===== config.mk =====
export PLATFORM = sky130hd
export DESIGN_NAME = a2_card_top
export DESIGN_NICKNAME = d
export VERILOG_FILES = /design/src/a2status_pkg.sv /design/src/a2bus_pkg.sv /design/src/a2_card_top.sv /design/src/status_leds.sv /design/src/scanline_dimmer.sv /design/src/card_data_select.sv /design/src/bus_timing.sv /design/src/signal_denoise.sv
export SDC_FILE = /design/constraint.sdc
export NUM_CORES = 1
export LEC_CHECK = 0
export BUFFER_PORTS_ARGS = -buffer_cell sky130_fd_sc_hd__clkbuf_2
export CORE_AREA = 3 3 84 78
export DETAILED_ROUTE_END_ITERATION = 7
export DIE_AREA = 0 0 87 81
export GPL_ROUTABILITY_DRIVEN = 0
export GPL_TIMING_DRIVEN = 0
export PLACE_DENSITY = 0.78
export SLEW_MARGIN = 5
export SYNTH_ARGS = -nofsm -noshare
export SYNTH_HDL_FRONTEND = slang
export SYNTH_SLANG_ARGS = --single-unit

===== constraint.sdc =====
create_clock -name clk_logic_w -period 1.1 [get_ports clk_logic_w]
set_input_delay 0.055 -clock clk_logic_w [delete_from_list [all_inputs] [get_ports clk_logic_w]]
set_output_delay 0.055 -clock clk_logic_w [all_outputs]
set_load 0.02 [all_outputs]

===== src/a2status_pkg.sv =====
// Status LED definitions
// One 5-bit LED word read either as the Apple video mode view
// or as the VDP state view

package a2status_pkg;

    localparam int led_w   = 5;
    localparam int gmode_w = 4;

    // Mode flags, LEDs are lit low
    typedef struct packed {
        logic text_n;
        logic shrg_n;
        logic hires_n;
        logic ramwrt_n;
        logic store80_n;
    } led_mode_view_t;

    // VDP unlock state and graphics mode, both inverted
    typedef struct packed {
        logic               unlocked_n;
        logic [gmode_w-1:0] gmode_n;
    } led_vdp_view_t;

    typedef union packed {
        logic [led_w-1:0] bits;
        led_mode_view_t   mode;
        led_vdp_view_t    vdp;
    } led_word_t;

endpackage


===== src/a2bus_pkg.sv =====
// Apple II bus definitions
// Bus byte type, card source order and DIP switch positions
// Also holds the depth of the bus clock synchronizers

package a2bus_pkg;

    // Apple data bus
    localparam int bus_data_w = 8;

    typedef logic [bus_data_w-1:0] bus_byte_t;

    // Card sources, lowest index wins the bus
    typedef enum logic [2:0] {
        src_serial       = 3'd0,
        src_sprite       = 3'd1,
        src_mockingboard = 3'd2,
        src_disk         = 3'd3,
        src_cardrom      = 3'd4
    } card_src_e;

    localparam int num_cards = 5;

    // Interrupt order is mockingboard, vdp, serial
    localparam int num_irq = 3;

    // Scanline switch, active low
    localparam int dip_scanlines_bit = 0;

    // Synchronizer flops ahead of the noise filter
    localparam int sync_stages = 2;

    localparam int rgb_w = 8;

endpackage

===== src/a2_card_top.sv =====
// Apple II card bus front end
// Bus clock conditioning, reset combining, card read data arbitration,
// scanline dimming and the status LEDs, all on the logic clock

module a2_card_top
    import a2bus_pkg::*;
    import a2status_pkg::*;
#(
    parameter bit BUS_DATA_OUT_ENABLE = 1'b1,
    parameter bit IRQ_OUT_ENABLE      = 1'b1,
    parameter bit SCANLINES_ENABLE    = 1'b0
) (
    input  logic                      clk_logic_w,
    input  logic                      reset_i,
    input  logic                      a2_phi1_i,
    input  logic                      a2_7m_i,
    input  logic                      a2_reset_n_i,
    input  bus_byte_t                 a2_data_i,
    input  logic      [num_cards-1:0] card_rd_i,
    input  bus_byte_t [num_cards-1:0] card_data_i,
    input  logic      [num_irq-1:0]   card_irq_n_i,
    input  logic      [3:0]           dip_switches_n_i,
    input  logic      [9:0]           screen_y_i,
    input  logic      [rgb_w-1:0]     pixel_r_i,
    input  logic      [rgb_w-1:0]     pixel_g_i,
    input  logic      [rgb_w-1:0]     pixel_b_i,
    input  logic                      button_n_i,
    input  logic                      text_mode_i,
    input  logic                      shrg_mode_i,
    input  logic                      hires_mode_i,
    input  logic                      ramwrt_i,
    input  logic                      store80_i,
    input  logic                      vdp_unlocked_i,
    input  logic      [gmode_w-1:0]   vdp_gmode_i,
    output logic                      phi0_o,
    output logic                      phi1_o,
    output logic                      clk_2m_posedge_o,
    output logic                      clk_14m_posedge_o,
    output logic                      system_reset_o,
    output bus_byte_t                 data_out_o,
    output logic                      data_out_en_o,
    output logic                      irq_n_o,
    output logic      [rgb_w-1:0]     dim_r_o,
    output logic      [rgb_w-1:0]     dim_g_o,
    output logic      [rgb_w-1:0]     dim_b_o,
    output led_word_t                 led_o
);

    bus_timing u_bus_timing (
        .clk_logic_w       (clk_logic_w),
        .reset_i           (reset_i),
        .a2_phi1_i         (a2_phi1_i),
        .a2_7m_i           (a2_7m_i),
        .a2_reset_n_i      (a2_reset_n_i),
        .phi0_o            (phi0_o),
        .phi1_o            (phi1_o),
        .clk_2m_posedge_o  (clk_2m_posedge_o),
        .clk_14m_posedge_o (clk_14m_posedge_o),
        .system_reset_o    (system_reset_o)
    );

    card_data_select #(
        .BUS_DATA_OUT_ENABLE (BUS_DATA_OUT_ENABLE),
        .IRQ_OUT_ENABLE      (IRQ_OUT_ENABLE)
    ) u_card_data_select (
        .clk_logic_w   (clk_logic_w),
        .reset_i       (reset_i),
        .a2_data_i     (a2_data_i),
        .card_rd_i     (card_rd_i),
        .card_data_i   (card_data_i),
        .card_irq_n_i  (card_irq_n_i),
        .data_out_o    (data_out_o),
        .data_out_en_o (data_out_en_o),
        .irq_n_o       (irq_n_o)
    );

    scanline_dimmer #(
        .SCANLINES_ENABLE (SCANLINES_ENABLE)
    ) u_scanline_dimmer (
        .clk_logic_w      (clk_logic_w),
        .reset_i          (reset_i),
        .dip_switches_n_i (dip_switches_n_i),
        .screen_y_i       (screen_y_i),
        .pixel_r_i        (pixel_r_i),
        .pixel_g_i        (pixel_g_i),
        .pixel_b_i        (pixel_b_i),
        .dim_r_o          (dim_r_o),
        .dim_g_o          (dim_g_o),
        .dim_b_o          (dim_b_o)
    );

    status_leds u_status_leds (
        .clk_logic_w    (clk_logic_w),
        .reset_i        (reset_i),
        .button_n_i     (button_n_i),
        .text_mode_i    (text_mode_i),
        .shrg_mode_i    (shrg_mode_i),
        .hires_mode_i   (hires_mode_i),
        .ramwrt_i       (ramwrt_i),
        .store80_i      (store80_i),
        .vdp_unlocked_i (vdp_unlocked_i),
        .vdp_gmode_i    (vdp_gmode_i),
        .led_o          (led_o)
    );

endmodule


===== src/status_leds.sv =====
// Status LED register
// Button held shows the Apple video mode flags, released shows the
// VDP unlock state and graphics mode. LEDs are lit when low.

module status_leds
    import a2status_pkg::*;
(
    input  logic               clk_logic_w,
    input  logic               reset_i,
    input  logic               button_n_i,
    input  logic               text_mode_i,
    input  logic               shrg_mode_i,
    input  logic               hires_mode_i,
    input  logic               ramwrt_i,
    input  logic               store80_i,
    input  logic               vdp_unlocked_i,
    input  logic [gmode_w-1:0] vdp_gmode_i,
    output led_word_t          led_o
);

    led_word_t view_w;

    always_comb begin
        view_w.bits = '1;
        if (!button_n_i) begin
            view_w.mode.text_n    = ~text_mode_i;
            view_w.mode.shrg_n    = ~shrg_mode_i;
            view_w.mode.hires_n   = ~hires_mode_i;
            view_w.mode.ramwrt_n  = ~ramwrt_i;
            view_w.mode.store80_n = ~store80_i;
        end else begin
            view_w.vdp.unlocked_n = ~vdp_unlocked_i;
            view_w.vdp.gmode_n    = ~vdp_gmode_i;
        end
    end

    // All off out of reset
    always_ff @(posedge clk_logic_w) begin
        if (reset_i) begin
            led_o.bits <= '1;
        end else begin
            led_o <= view_w;
        end
    end

endmodule


===== src/scanline_dimmer.sv =====
// Scanline dimmer
// Halves every colour channel on odd lines when scanlines are on,
// either by the build setting or by the DIP switch

module scanline_dimmer
    import a2bus_pkg::*;
#(
    parameter bit SCANLINES_ENABLE = 1'b0
) (
    input  logic             clk_logic_w,
    input  logic             reset_i,
    input  logic [3:0]       dip_switches_n_i,
    input  logic [9:0]       screen_y_i,
    input  logic [rgb_w-1:0] pixel_r_i,
    input  logic [rgb_w-1:0] pixel_g_i,
    input  logic [rgb_w-1:0] pixel_b_i,
    output logic [rgb_w-1:0] dim_r_o,
    output logic [rgb_w-1:0] dim_g_o,
    output logic [rgb_w-1:0] dim_b_o
);

    logic scanlines_on_w;
    logic dim_active_w;

    assign scanlines_on_w = SCANLINES_ENABLE | ~dip_switches_n_i[dip_scanlines_bit];
    // Odd lines only
    assign dim_active_w   = scanlines_on_w & screen_y_i[0];

    always_ff @(posedge clk_logic_w) begin
        if (reset_i) begin
            dim_r_o <= '0;
            dim_g_o <= '0;
            dim_b_o <= '0;
        end else begin
            dim_r_o <= dim_active_w ? (pixel_r_i >> 1) : pixel_r_i;
            dim_g_o <= dim_active_w ? (pixel_g_i >> 1) : pixel_g_i;
            dim_b_o <= dim_active_w ? (pixel_b_i >> 1) : pixel_b_i;
        end
    end

endmodule


===== src/card_data_select.sv =====
// Card read data arbiter
// Picks the bus byte from the highest priority card that is reading,
// falls back to the latched bus byte, and merges the card interrupts.
// All outputs are registered, one cycle after the inputs.

module card_data_select
    import a2bus_pkg::*;
#(
    parameter bit BUS_DATA_OUT_ENABLE = 1'b1,
    parameter bit IRQ_OUT_ENABLE      = 1'b1
) (
    input  logic                      clk_logic_w,
    input  logic                      reset_i,
    input  bus_byte_t                 a2_data_i,
    input  logic      [num_cards-1:0] card_rd_i,
    input  bus_byte_t [num_cards-1:0] card_data_i,
    input  logic      [num_irq-1:0]   card_irq_n_i,
    output bus_byte_t                 data_out_o,
    output logic                      data_out_en_o,
    output logic                      irq_n_o
);

    bus_byte_t data_sel_w;
    logic      data_en_w;
    logic      irq_n_w;

    // Fixed priority, serial first
    always_comb begin
        if (card_rd_i[src_serial]) begin
            data_sel_w = card_data_i[src_serial];
        end else if (card_rd_i[src_sprite]) begin
            data_sel_w = card_data_i[src_sprite];
        end else if (card_rd_i[src_mockingboard]) begin
            data_sel_w = card_data_i[src_mockingboard];
        end else if (card_rd_i[src_disk]) begin
            data_sel_w = card_data_i[src_disk];
        end else if (card_rd_i[src_cardrom]) begin
            data_sel_w = card_data_i[src_cardrom];
        end else begin
            data_sel_w = a2_data_i;
        end
    end

    assign data_en_w = BUS_DATA_OUT_ENABLE & (|card_rd_i);
    assign irq_n_w   = IRQ_OUT_ENABLE ? (&card_irq_n_i) : 1'b1;

    always_ff @(posedge clk_logic_w) begin
        data_out_o <= data_sel_w;
    end

    always_ff @(posedge clk_logic_w) begin
        if (reset_i) begin
            data_out_en_o <= 1'b0;
            irq_n_o       <= 1'b1;
        end else begin
            data_out_en_o <= data_en_w;
            irq_n_o       <= irq_n_w;
        end
    end

    a_en_needs_read: assert property (
        @(posedge clk_logic_w) disable iff (reset_i)
        data_out_en_o |-> $past(|card_rd_i)
    ) else $error("card_data_select: bus driven with no card reading");

endmodule


===== src/bus_timing.sv =====
// Apple II bus timing
// Cleans up phi1 and 7M, derives phi0 and the 2M and 14M edge strobes,
// and combines the local reset with the synchronized bus reset

module bus_timing (
    input  logic clk_logic_w,
    input  logic reset_i,
    input  logic a2_phi1_i,
    input  logic a2_7m_i,
    input  logic a2_reset_n_i,
    output logic phi0_o,
    output logic phi1_o,
    output logic clk_2m_posedge_o,
    output logic clk_14m_posedge_o,
    output logic system_reset_o
);

    logic       phi1_rise_w;
    logic       phi1_fall_w;
    logic       clk_7m_rise_w;
    logic       clk_7m_fall_w;
    logic [1:0] a2_reset_sync_q;
    logic       system_reset_q;

    signal_denoise u_phi1_denoise (
        .clk_logic_w (clk_logic_w),
        .reset_i     (reset_i),
        .sig_i       (a2_phi1_i),
        .level_o     (phi1_o),
        .rise_o      (phi1_rise_w),
        .fall_o      (phi1_fall_w)
    );

    // Only the edges of 7M are needed
    signal_denoise u_7m_denoise (
        .clk_logic_w (clk_logic_w),
        .reset_i     (reset_i),
        .sig_i       (a2_7m_i),
        .level_o     (),
        .rise_o      (clk_7m_rise_w),
        .fall_o      (clk_7m_fall_w)
    );

    assign phi0_o            = ~phi1_o;
    assign clk_2m_posedge_o  = phi1_rise_w | phi1_fall_w;
    assign clk_14m_posedge_o = clk_7m_rise_w | clk_7m_fall_w;

    // Bus reset synchronizer, released state is high
    always_ff @(posedge clk_logic_w) begin
        if (reset_i) begin
            a2_reset_sync_q <= 2'b11;
            system_reset_q  <= 1'b1;
        end else begin
            a2_reset_sync_q <= {a2_reset_sync_q[0], a2_reset_n_i};
            system_reset_q  <= ~a2_reset_sync_q[1];
        end
    end

    assign system_reset_o = system_reset_q;

    a_2m_on_phi1_edge: assert property (
        @(posedge clk_logic_w) disable iff (reset_i)
        clk_2m_posedge_o |-> (phi1_o != $past(phi1_o))
    ) else $error("bus_timing: 2M strobe without a phi1 edge");

endmodule


===== src/signal_denoise.sv =====
// Bus clock input conditioner
// Synchronizes one asynchronous input and rejects single-cycle glitches.
// The output level moves only after two agreeing samples, and rise and
// fall pulses mark the cycle in which the level changes.

module signal_denoise
    import a2bus_pkg::*;
(
    input  logic clk_logic_w,
    input  logic reset_i,
    input  logic sig_i,
    output logic level_o,
    output logic rise_o,
    output logic fall_o
);

    logic [sync_stages-1:0] sync_q;
    logic                   sample_prev_q;
    logic                   level_q;
    logic                   level_prev_q;
    logic                   sample_w;

    assign sample_w = sync_q[sync_stages-1];

    always_ff @(posedge clk_logic_w) begin
        if (reset_i) begin
            sync_q        <= '0;
            sample_prev_q <= 1'b0;
            level_q       <= 1'b0;
            level_prev_q  <= 1'b0;
        end else begin
            sync_q        <= {sync_q[sync_stages-2:0], sig_i};
            sample_prev_q <= sample_w;
            // Two agreeing samples needed to move the level
            if (sample_w == sample_prev_q && sample_w != level_q) begin
                level_q <= sample_w;
            end
            level_prev_q <= level_q;
        end
    end

    assign level_o = level_q;
    assign rise_o  = level_q & ~level_prev_q;
    assign fall_o  = ~level_q & level_prev_q;

    a_no_double_edge: assert property (
        @(posedge clk_logic_w) disable iff (reset_i)
        !(rise_o && fall_o)
    ) else $error("signal_denoise: rise and fall pulses together");

endmodule


==> metrics.txt, run 1 <==
CTS Root Cell=clkbuf_8; pin count of the biggest net entering global routing=16; Syn Area/Cell=9.166 µm²; DR WL/cell=12.59 µm; crit path capture type=output pin; WS Path Type=flop to output pin; I/O pin count=154; drt pass-1 iters=4; first-pass GRT wire length=9453 µm; hpwl dp=4144 µm; worst hold path type=input port to flop; Initial DRC Count=93; Post-synth top cells=dfxtp_1 (52), nand2_1 (45), a21oi_1 (39); status=finished, final reports clean; synth top area cells=dfxtp_1 (53%), a21oi_1 (9.9%), nand2_1 (8.6%); RSZ-0062 raised after global routing=false; Synth async-reset ratio=0%; Synth area leader=dfxtp_1; area delta synth->final=62.41%; antenna violations before repair=0; CP bufs+invs=1; Synth cell types=25; gr ovfl total=0; post-synth top area share=52.83%; Die H=81 µm; relative max-transition margin=63.05%; fmax=986.8 MHz; Core Rows=26; total wire length=5867 µm; Max Clock Skew=6.357 ps; clock tree sinks=52; Synth warnings=0; nets=505; Final Hold Vio Count=0; EDFF count, synth=0; critical path startpoint category=flop; antenna-violating nets left=0; setup_tns=0 ps; top-count cell post-synth=dfxtp_1; Worst path top cell family by delay=flip-flops; # DRC=0; Worst Max-Slew Pin Slew=551.2 ps; slowest stage delay, CP=370 ps; IO buf count=138; pins over their slew limit=0; max_cap viols=0; setup violators final=0; pwr/cell area=1234 nW/µm²; Initial Util=34.62%; Num CTS Buffers=5; Design Power=3.949 mW; # H-tree levels=2; worst skew pair latency=290 ps; Post-Syn Nets=325; final critical-path share of the clock period=92.13%; critical path arrival=960 ps; CP Max Fanout=4; number of setup buffers added after CTS=0; Leak=1.579 nW; CTS tree=done; die area=7047 µm²; sequential element share of the synthesized area=52.83%; Die X=87 µm; Vias per Instance=4.616; Diodes inserted=0; Peak VDD IR=672.3 µV; min cycle time layout=1013 ps; synthesized area=1971 µm²; vias in the first global route=2176; layout cells sized above 1=41.92%; via count=2151; Main synth FF type=dfxtp_1; total track usage=16.87%; Worst-path clk slew=90 ps; Core Area=5693 µm²; cells after synthesis=215; flops & latches, synth=52; Req. time, crit path=1040 ps; deepest clock path buffer count=2; CP Cell Sequence=xor2_1, buf_4; slowest stage cell, crit path=dfxtp_2
stage by stage:
stage                     area [µm²]  utilization (%)  instances  hold WS (ps)  setup WS, ps
final                           3201            56.22        466         11.22         86.61
after global routing            3201            56.22        466         17.06         10.68
after CTS                       3197            56.15        466         6.350         17.09
after detailed placement        2749            48.29        423         245.4        -51.07
after global placement          2749            48.29        423         243.1        -16.42
after floorplan                 1971                -        215         158.8         75.57
final cells by class:
class | instances | area (µm²)
repair buffers | 173 | 1046
well taps | 70 | 87.58
clock inverters | 1 | 7.507
clock buffers | 7 | 86.33
inverters | 3 | 11.26
fillers | 511 | 2492
flip-flops and latches | 52 | 1044
plain buffers | 13 | 56.30
multi-input cells | 147 | 862.1
cell families after synthesis:
| kind of cell | after synthesis | share of synthesized area (%) |
|---|---|---|
| muxes | 13 | 7.238 |
| and+or+nand+nor | 80 | 19.94 |
| buffers and inverters | 16 | 3.428 |
| DFF | 52 | 52.83 |
| AOI/OAI and AO/OA | 52 | 15.68 |
| xor gates and xnor gates | 2 | 0.8891 |
power by group:
part	internal (mW)	switching (mW)	leakage [nW]	total, mW
combinational	0.406	0.417	1.10	0.823
clock	0.512	0.586	0.0445	1.10
sequential	2.00	0.0303	0.433	2.03
worst reg2reg max path, cell delays in order (launching register included):
cell and delay [ps]:
dfxtp_1 320, o21ai_0 160, a21oi_1 80
layer usage:
metal	GRT usage (%)	routed length, µm	up-vias
li1	-	-	1087
met1	19.49	2319	956
met2	30.65	3006	98
met3	3.955	438	10
met4	5.296	102	0
met5	0	0	-
worst paths after layout:
path / from / endpoint / slack [ps] / depth (start not counted)
max reg2reg: u_bus_timing.u_7m_denoise.sync_q[1]$_SDFF_PP0_ / u_bus_timing.u_7m_denoise.level_o$_SDFFE_PP0P_ / 410 / 2
min: card_data_i[5] / u_card_data_select.data_out_o[5]$_DFF_P_ / 10 / 3
max: u_bus_timing.u_phi1_denoise.level_o$_SDFFE_PP0P_ / clk_2m_posedge_o / 90 / 2
min reg2reg: u_bus_timing.a2_reset_sync_q[1]$_SDFF_PP1_ / u_bus_timing.system_reset_o$_SDFF_PP1_ / 380 / 1
layout by cell type (no fill, tap or decap), types with 2 or more instances in the layout:
master	n
clkbuf_2	136
dfxtp_1	50
nand2_1	45
a21oi_1	39
dlygate4sd3_1	35
nor2b_1	15
clkbuf_1	13
or2_2	8
a222oi_1	6
mux2_2	6
mux2i_1	6
clkbuf_8	6
inv_1	3
nor2_1	3
and2_1	3
nand3b_1	2
xor2_1	2
o21ai_0	2
nand2b_1	2
buf_4	2
dfxtp_2	2
state kept, by name, summed over array words and instances (netlist names):
| register | cells |
|---|---|
| u_bus_timing.a2_reset_sync_q | 2 |
| u_bus_timing.system_reset_o | 1 |
| u_bus_timing.u_7m_denoise.level_o | 1 |
| u_bus_timing.u_7m_denoise.level_prev_q | 1 |
| u_bus_timing.u_7m_denoise.sample_prev_q | 1 |
| u_bus_timing.u_7m_denoise.sync_q | 2 |
| u_bus_timing.u_phi1_denoise.level_o | 1 |
| u_bus_timing.u_phi1_denoise.level_prev_q | 1 |
| u_bus_timing.u_phi1_denoise.sample_prev_q | 1 |
| u_bus_timing.u_phi1_denoise.sync_q | 2 |
| u_card_data_select.data_out_en_o | 1 |
| u_card_data_select.data_out_o | 8 |
| u_card_data_select.irq_n_o | 1 |
| u_scanline_dimmer.dim_b_o | 8 |
| u_scanline_dimmer.dim_g_o | 8 |
| u_scanline_dimmer.dim_r_o | 8 |
| u_status_leds.led_o | 5 |
what timing repair did:
item	in CTS	in global routing
gates resized for setup	2	4
pin swaps	0	0
hold endpoints to repair	32	0
hold buffers	35	0
setup endpoints to repair	1	2
No activity file was read; power rests on OpenSTA's default activity.
==> run 2, diff against run 1 <==
--- a/config.mk
+++ b/config.mk
@@ -11,7 +11,7 @@
 export DIE_AREA = 0 0 87 81
 export GPL_ROUTABILITY_DRIVEN = 0
 export GPL_TIMING_DRIVEN = 0
-export PLACE_DENSITY = 0.78
+export PLACE_DENSITY = 0.77
 export SLEW_MARGIN = 5
 export SYNTH_ARGS = -nofsm -noshare
 export SYNTH_HDL_FRONTEND = slang
==> constraint.sdc (replaced) <==
create_clock -name clk_logic_w -period 1.1 [get_ports clk_logic_w]
set_input_delay 0.11 -clock clk_logic_w [delete_from_list [all_inputs] [get_ports clk_logic_w]]
set_output_delay 0.11 -clock clk_logic_w [all_outputs]
set_load 0.02 [all_outputs]
==> metrics.txt, run 2 (synthesis gave the netlist of run 1 again) <==
Initial Util=34.62% (unchanged); final critical-path share of the clock period=96.42% (+4.3 points); Worst R2R Setup Slack=350 ps (-60 ps); Peak VDD IR=663.4 µV (-1.3%); Die H=81 µm (unchanged); IO buf count=138 (unchanged); Final Non-Filler Cells=433 (-7.1%); WS Path Type=flop to output pin; DR WL/cell=12.16 µm (-3.4%); pin count of the biggest net entering global routing=16 (unchanged); crit path capture type=output pin; setup_tns=0 ps (unchanged); reg-to-reg startpoint=u_bus_timing.u_phi1_denoise.level_o$_SDFFE_PP0P_; Worst Max-Slew Pin Slew=526.4 ps (-24.81 ps); FF-to-FF End=u_bus_timing.u_phi1_denoise.level_o$_SDFFE_PP0P_; die area=7047 µm² (unchanged); RSZ-0062 raised after global routing=true; CP Cell Sequence=xor2_1, buf_4; first-pass GRT wire length=8300 µm (-12%); placed cells=423 (unchanged); Worst Setup SP=u_bus_timing.u_phi1_denoise.level_o$_SDFFE_PP0P_; pwr/cell area=1318 nW/µm² (+6.8%); # H-tree levels=2 (unchanged); Req. time, crit path=990 ps (-50 ps); Hold Path End=u_bus_timing.u_7m_denoise.sync_q[0]$_SDFF_PP0_; Worst-path clk slew=90 ps (about the same); CP bufs+invs=1 (unchanged); nets=473 (-6.3%); Num CTS Buffers=5 (unchanged); Leak=1.444 nW (-8.6%); status=finished, final reports clean; via count=1996 (-7.2%); fmax=942.8 MHz (-4.5%); Fillers=571 (+12%); pins over their slew limit=0 (unchanged); # DRC=0 (unchanged); worst skew pair latency=300 ps (about the same); vias in the first global route=1881 (-14%); Final Hold Vio Count=0 (unchanged); Core Area=5693 µm² (unchanged); min cycle time layout=1061 ps (+47.28 ps); CTS tree=done; CTS Root Cell=clkbuf_8; Initial DRC Count=56 (-40%); Worst path top cell family by delay=flip-flops; total wire length=5267 µm (-10%); drt pass-1 iters=5 (+1); slowest stage delay, CP=360 ps (about the same); CP Max Fanout=3 (-1); deepest clock path buffer count=2 (unchanged); hpwl dp=4258 µm (+2.7%); worst hold path type=input port to flop; setup violators final=0 (unchanged); relative max-transition margin=64.72% (+1.7 points); Design Power=3.775 mW (-4.4%); gr ovfl total=0 (unchanged); Core Rows=26 (unchanged); total track usage=14.86% (-2.0 points); most common cell after layout, fill and taps aside=clkbuf_2; max_cap viols=0 (unchanged); worst reg2reg path depth=3 (+1); critical path arrival=950 ps (about the same); Die X=87 µm (unchanged); critical path startpoint category=flop; I/O pin count=154 (unchanged); layout cells sized above 1=46.56% (+4.6 points); slowest stage cell, crit path=dfxtp_2; Vias per Instance=4.610 (-0.13%); Diodes inserted=0 (unchanged); clock tree sinks=52 (unchanged); Hold Crit Depth=2 (-1); Max Clock Skew=3.802 ps (-2.555 ps); commonest non-fill, non-tap cells in the layout=clkbuf_2 (136), dfxtp_1 (49), nand2_1 (45); antenna-violating nets left=0 (unchanged); area delta synth->final=45.33%; antenna violations before repair=0 (unchanged); critical hold path startpoint=a2_7m_i
[run 2: cell types whose count changed in the layout (fill, tap and decap cells not counted), sizes merged]
cell,delta
clkinv,+1
buf,+2
dlygate4sd3,-34
clkbuf,-2
[run 2: metal layers]
layer  vias to the layer above  global-route usage (%)  share of wire (%)
li1                       1020                       -                  -
met1                       886                   17.07                 40
met2                        85                   26.40                 49
met3                         5                   4.564                 10
met4                         0                   4.517               0.59
met5                         -                       0                  0
[run 2: how the worst max path moves through the flow]
stage | to | slack, ps | depth (start not counted)
floorplan | u_card_data_select.data_out_o[6]$_DFF_P_ | 20 | 4
global placement | u_card_data_select.data_out_o[6]$_DFF_P_ | -90 | 4
detailed placement | u_card_data_select.data_out_o[6]$_DFF_P_ | -80 | 4
CTS | clk_2m_posedge_o | -10 | 2
global route | clk_14m_posedge_o | -20 | 2
finish | clk_2m_posedge_o | 40 | 2
[run 2: repair_timing]
action | CTS | global route
setup endpoints to repair | 2 | 2
gates resized for setup | 5 | 2
cloned | 0 | 0
setup buffers | 2 | 0
hold endpoints to repair | 1 | 0
pin swaps | 0 | 0
hold buffers | 1 | 0
[run 2: area by class of cell]
class                      count  area (µm²)  area share, %
timing repair buffer         141       720.7          25.16
inverter                       3       11.26         0.3932
clock buffer                   5       68.82          2.403
sequential                    52        1045          36.48
tap                           70       87.58          3.058
clock inverter                 2       12.51         0.4369
buffer                        13       56.30          1.966
multi-input combinational    147       862.1          30.10
[run 2: power by group]
group,internal [mW],total [mW],switching [mW]
combinational,0.328,0.718,0.390
sequential,2.00,2.03,0.0306
clock,0.432,1.03,0.596
[run 2: stage by stage]
stage	utilization, %	hold WS [ps]	instance area, µm²	setup WS, ps
2_1_floorplan	-	213.8	1971	20.57
3_3_place_gp	48.29	294.7	2749	-86.02
3_5_place_dp	48.29	304.6	2749	-80.70
4_1_cts	50.31	12.18	2864	-10.98
5_1_grt	50.31	11.48	2864	-24.43
6_report	50.31	26.47	2864	39.33
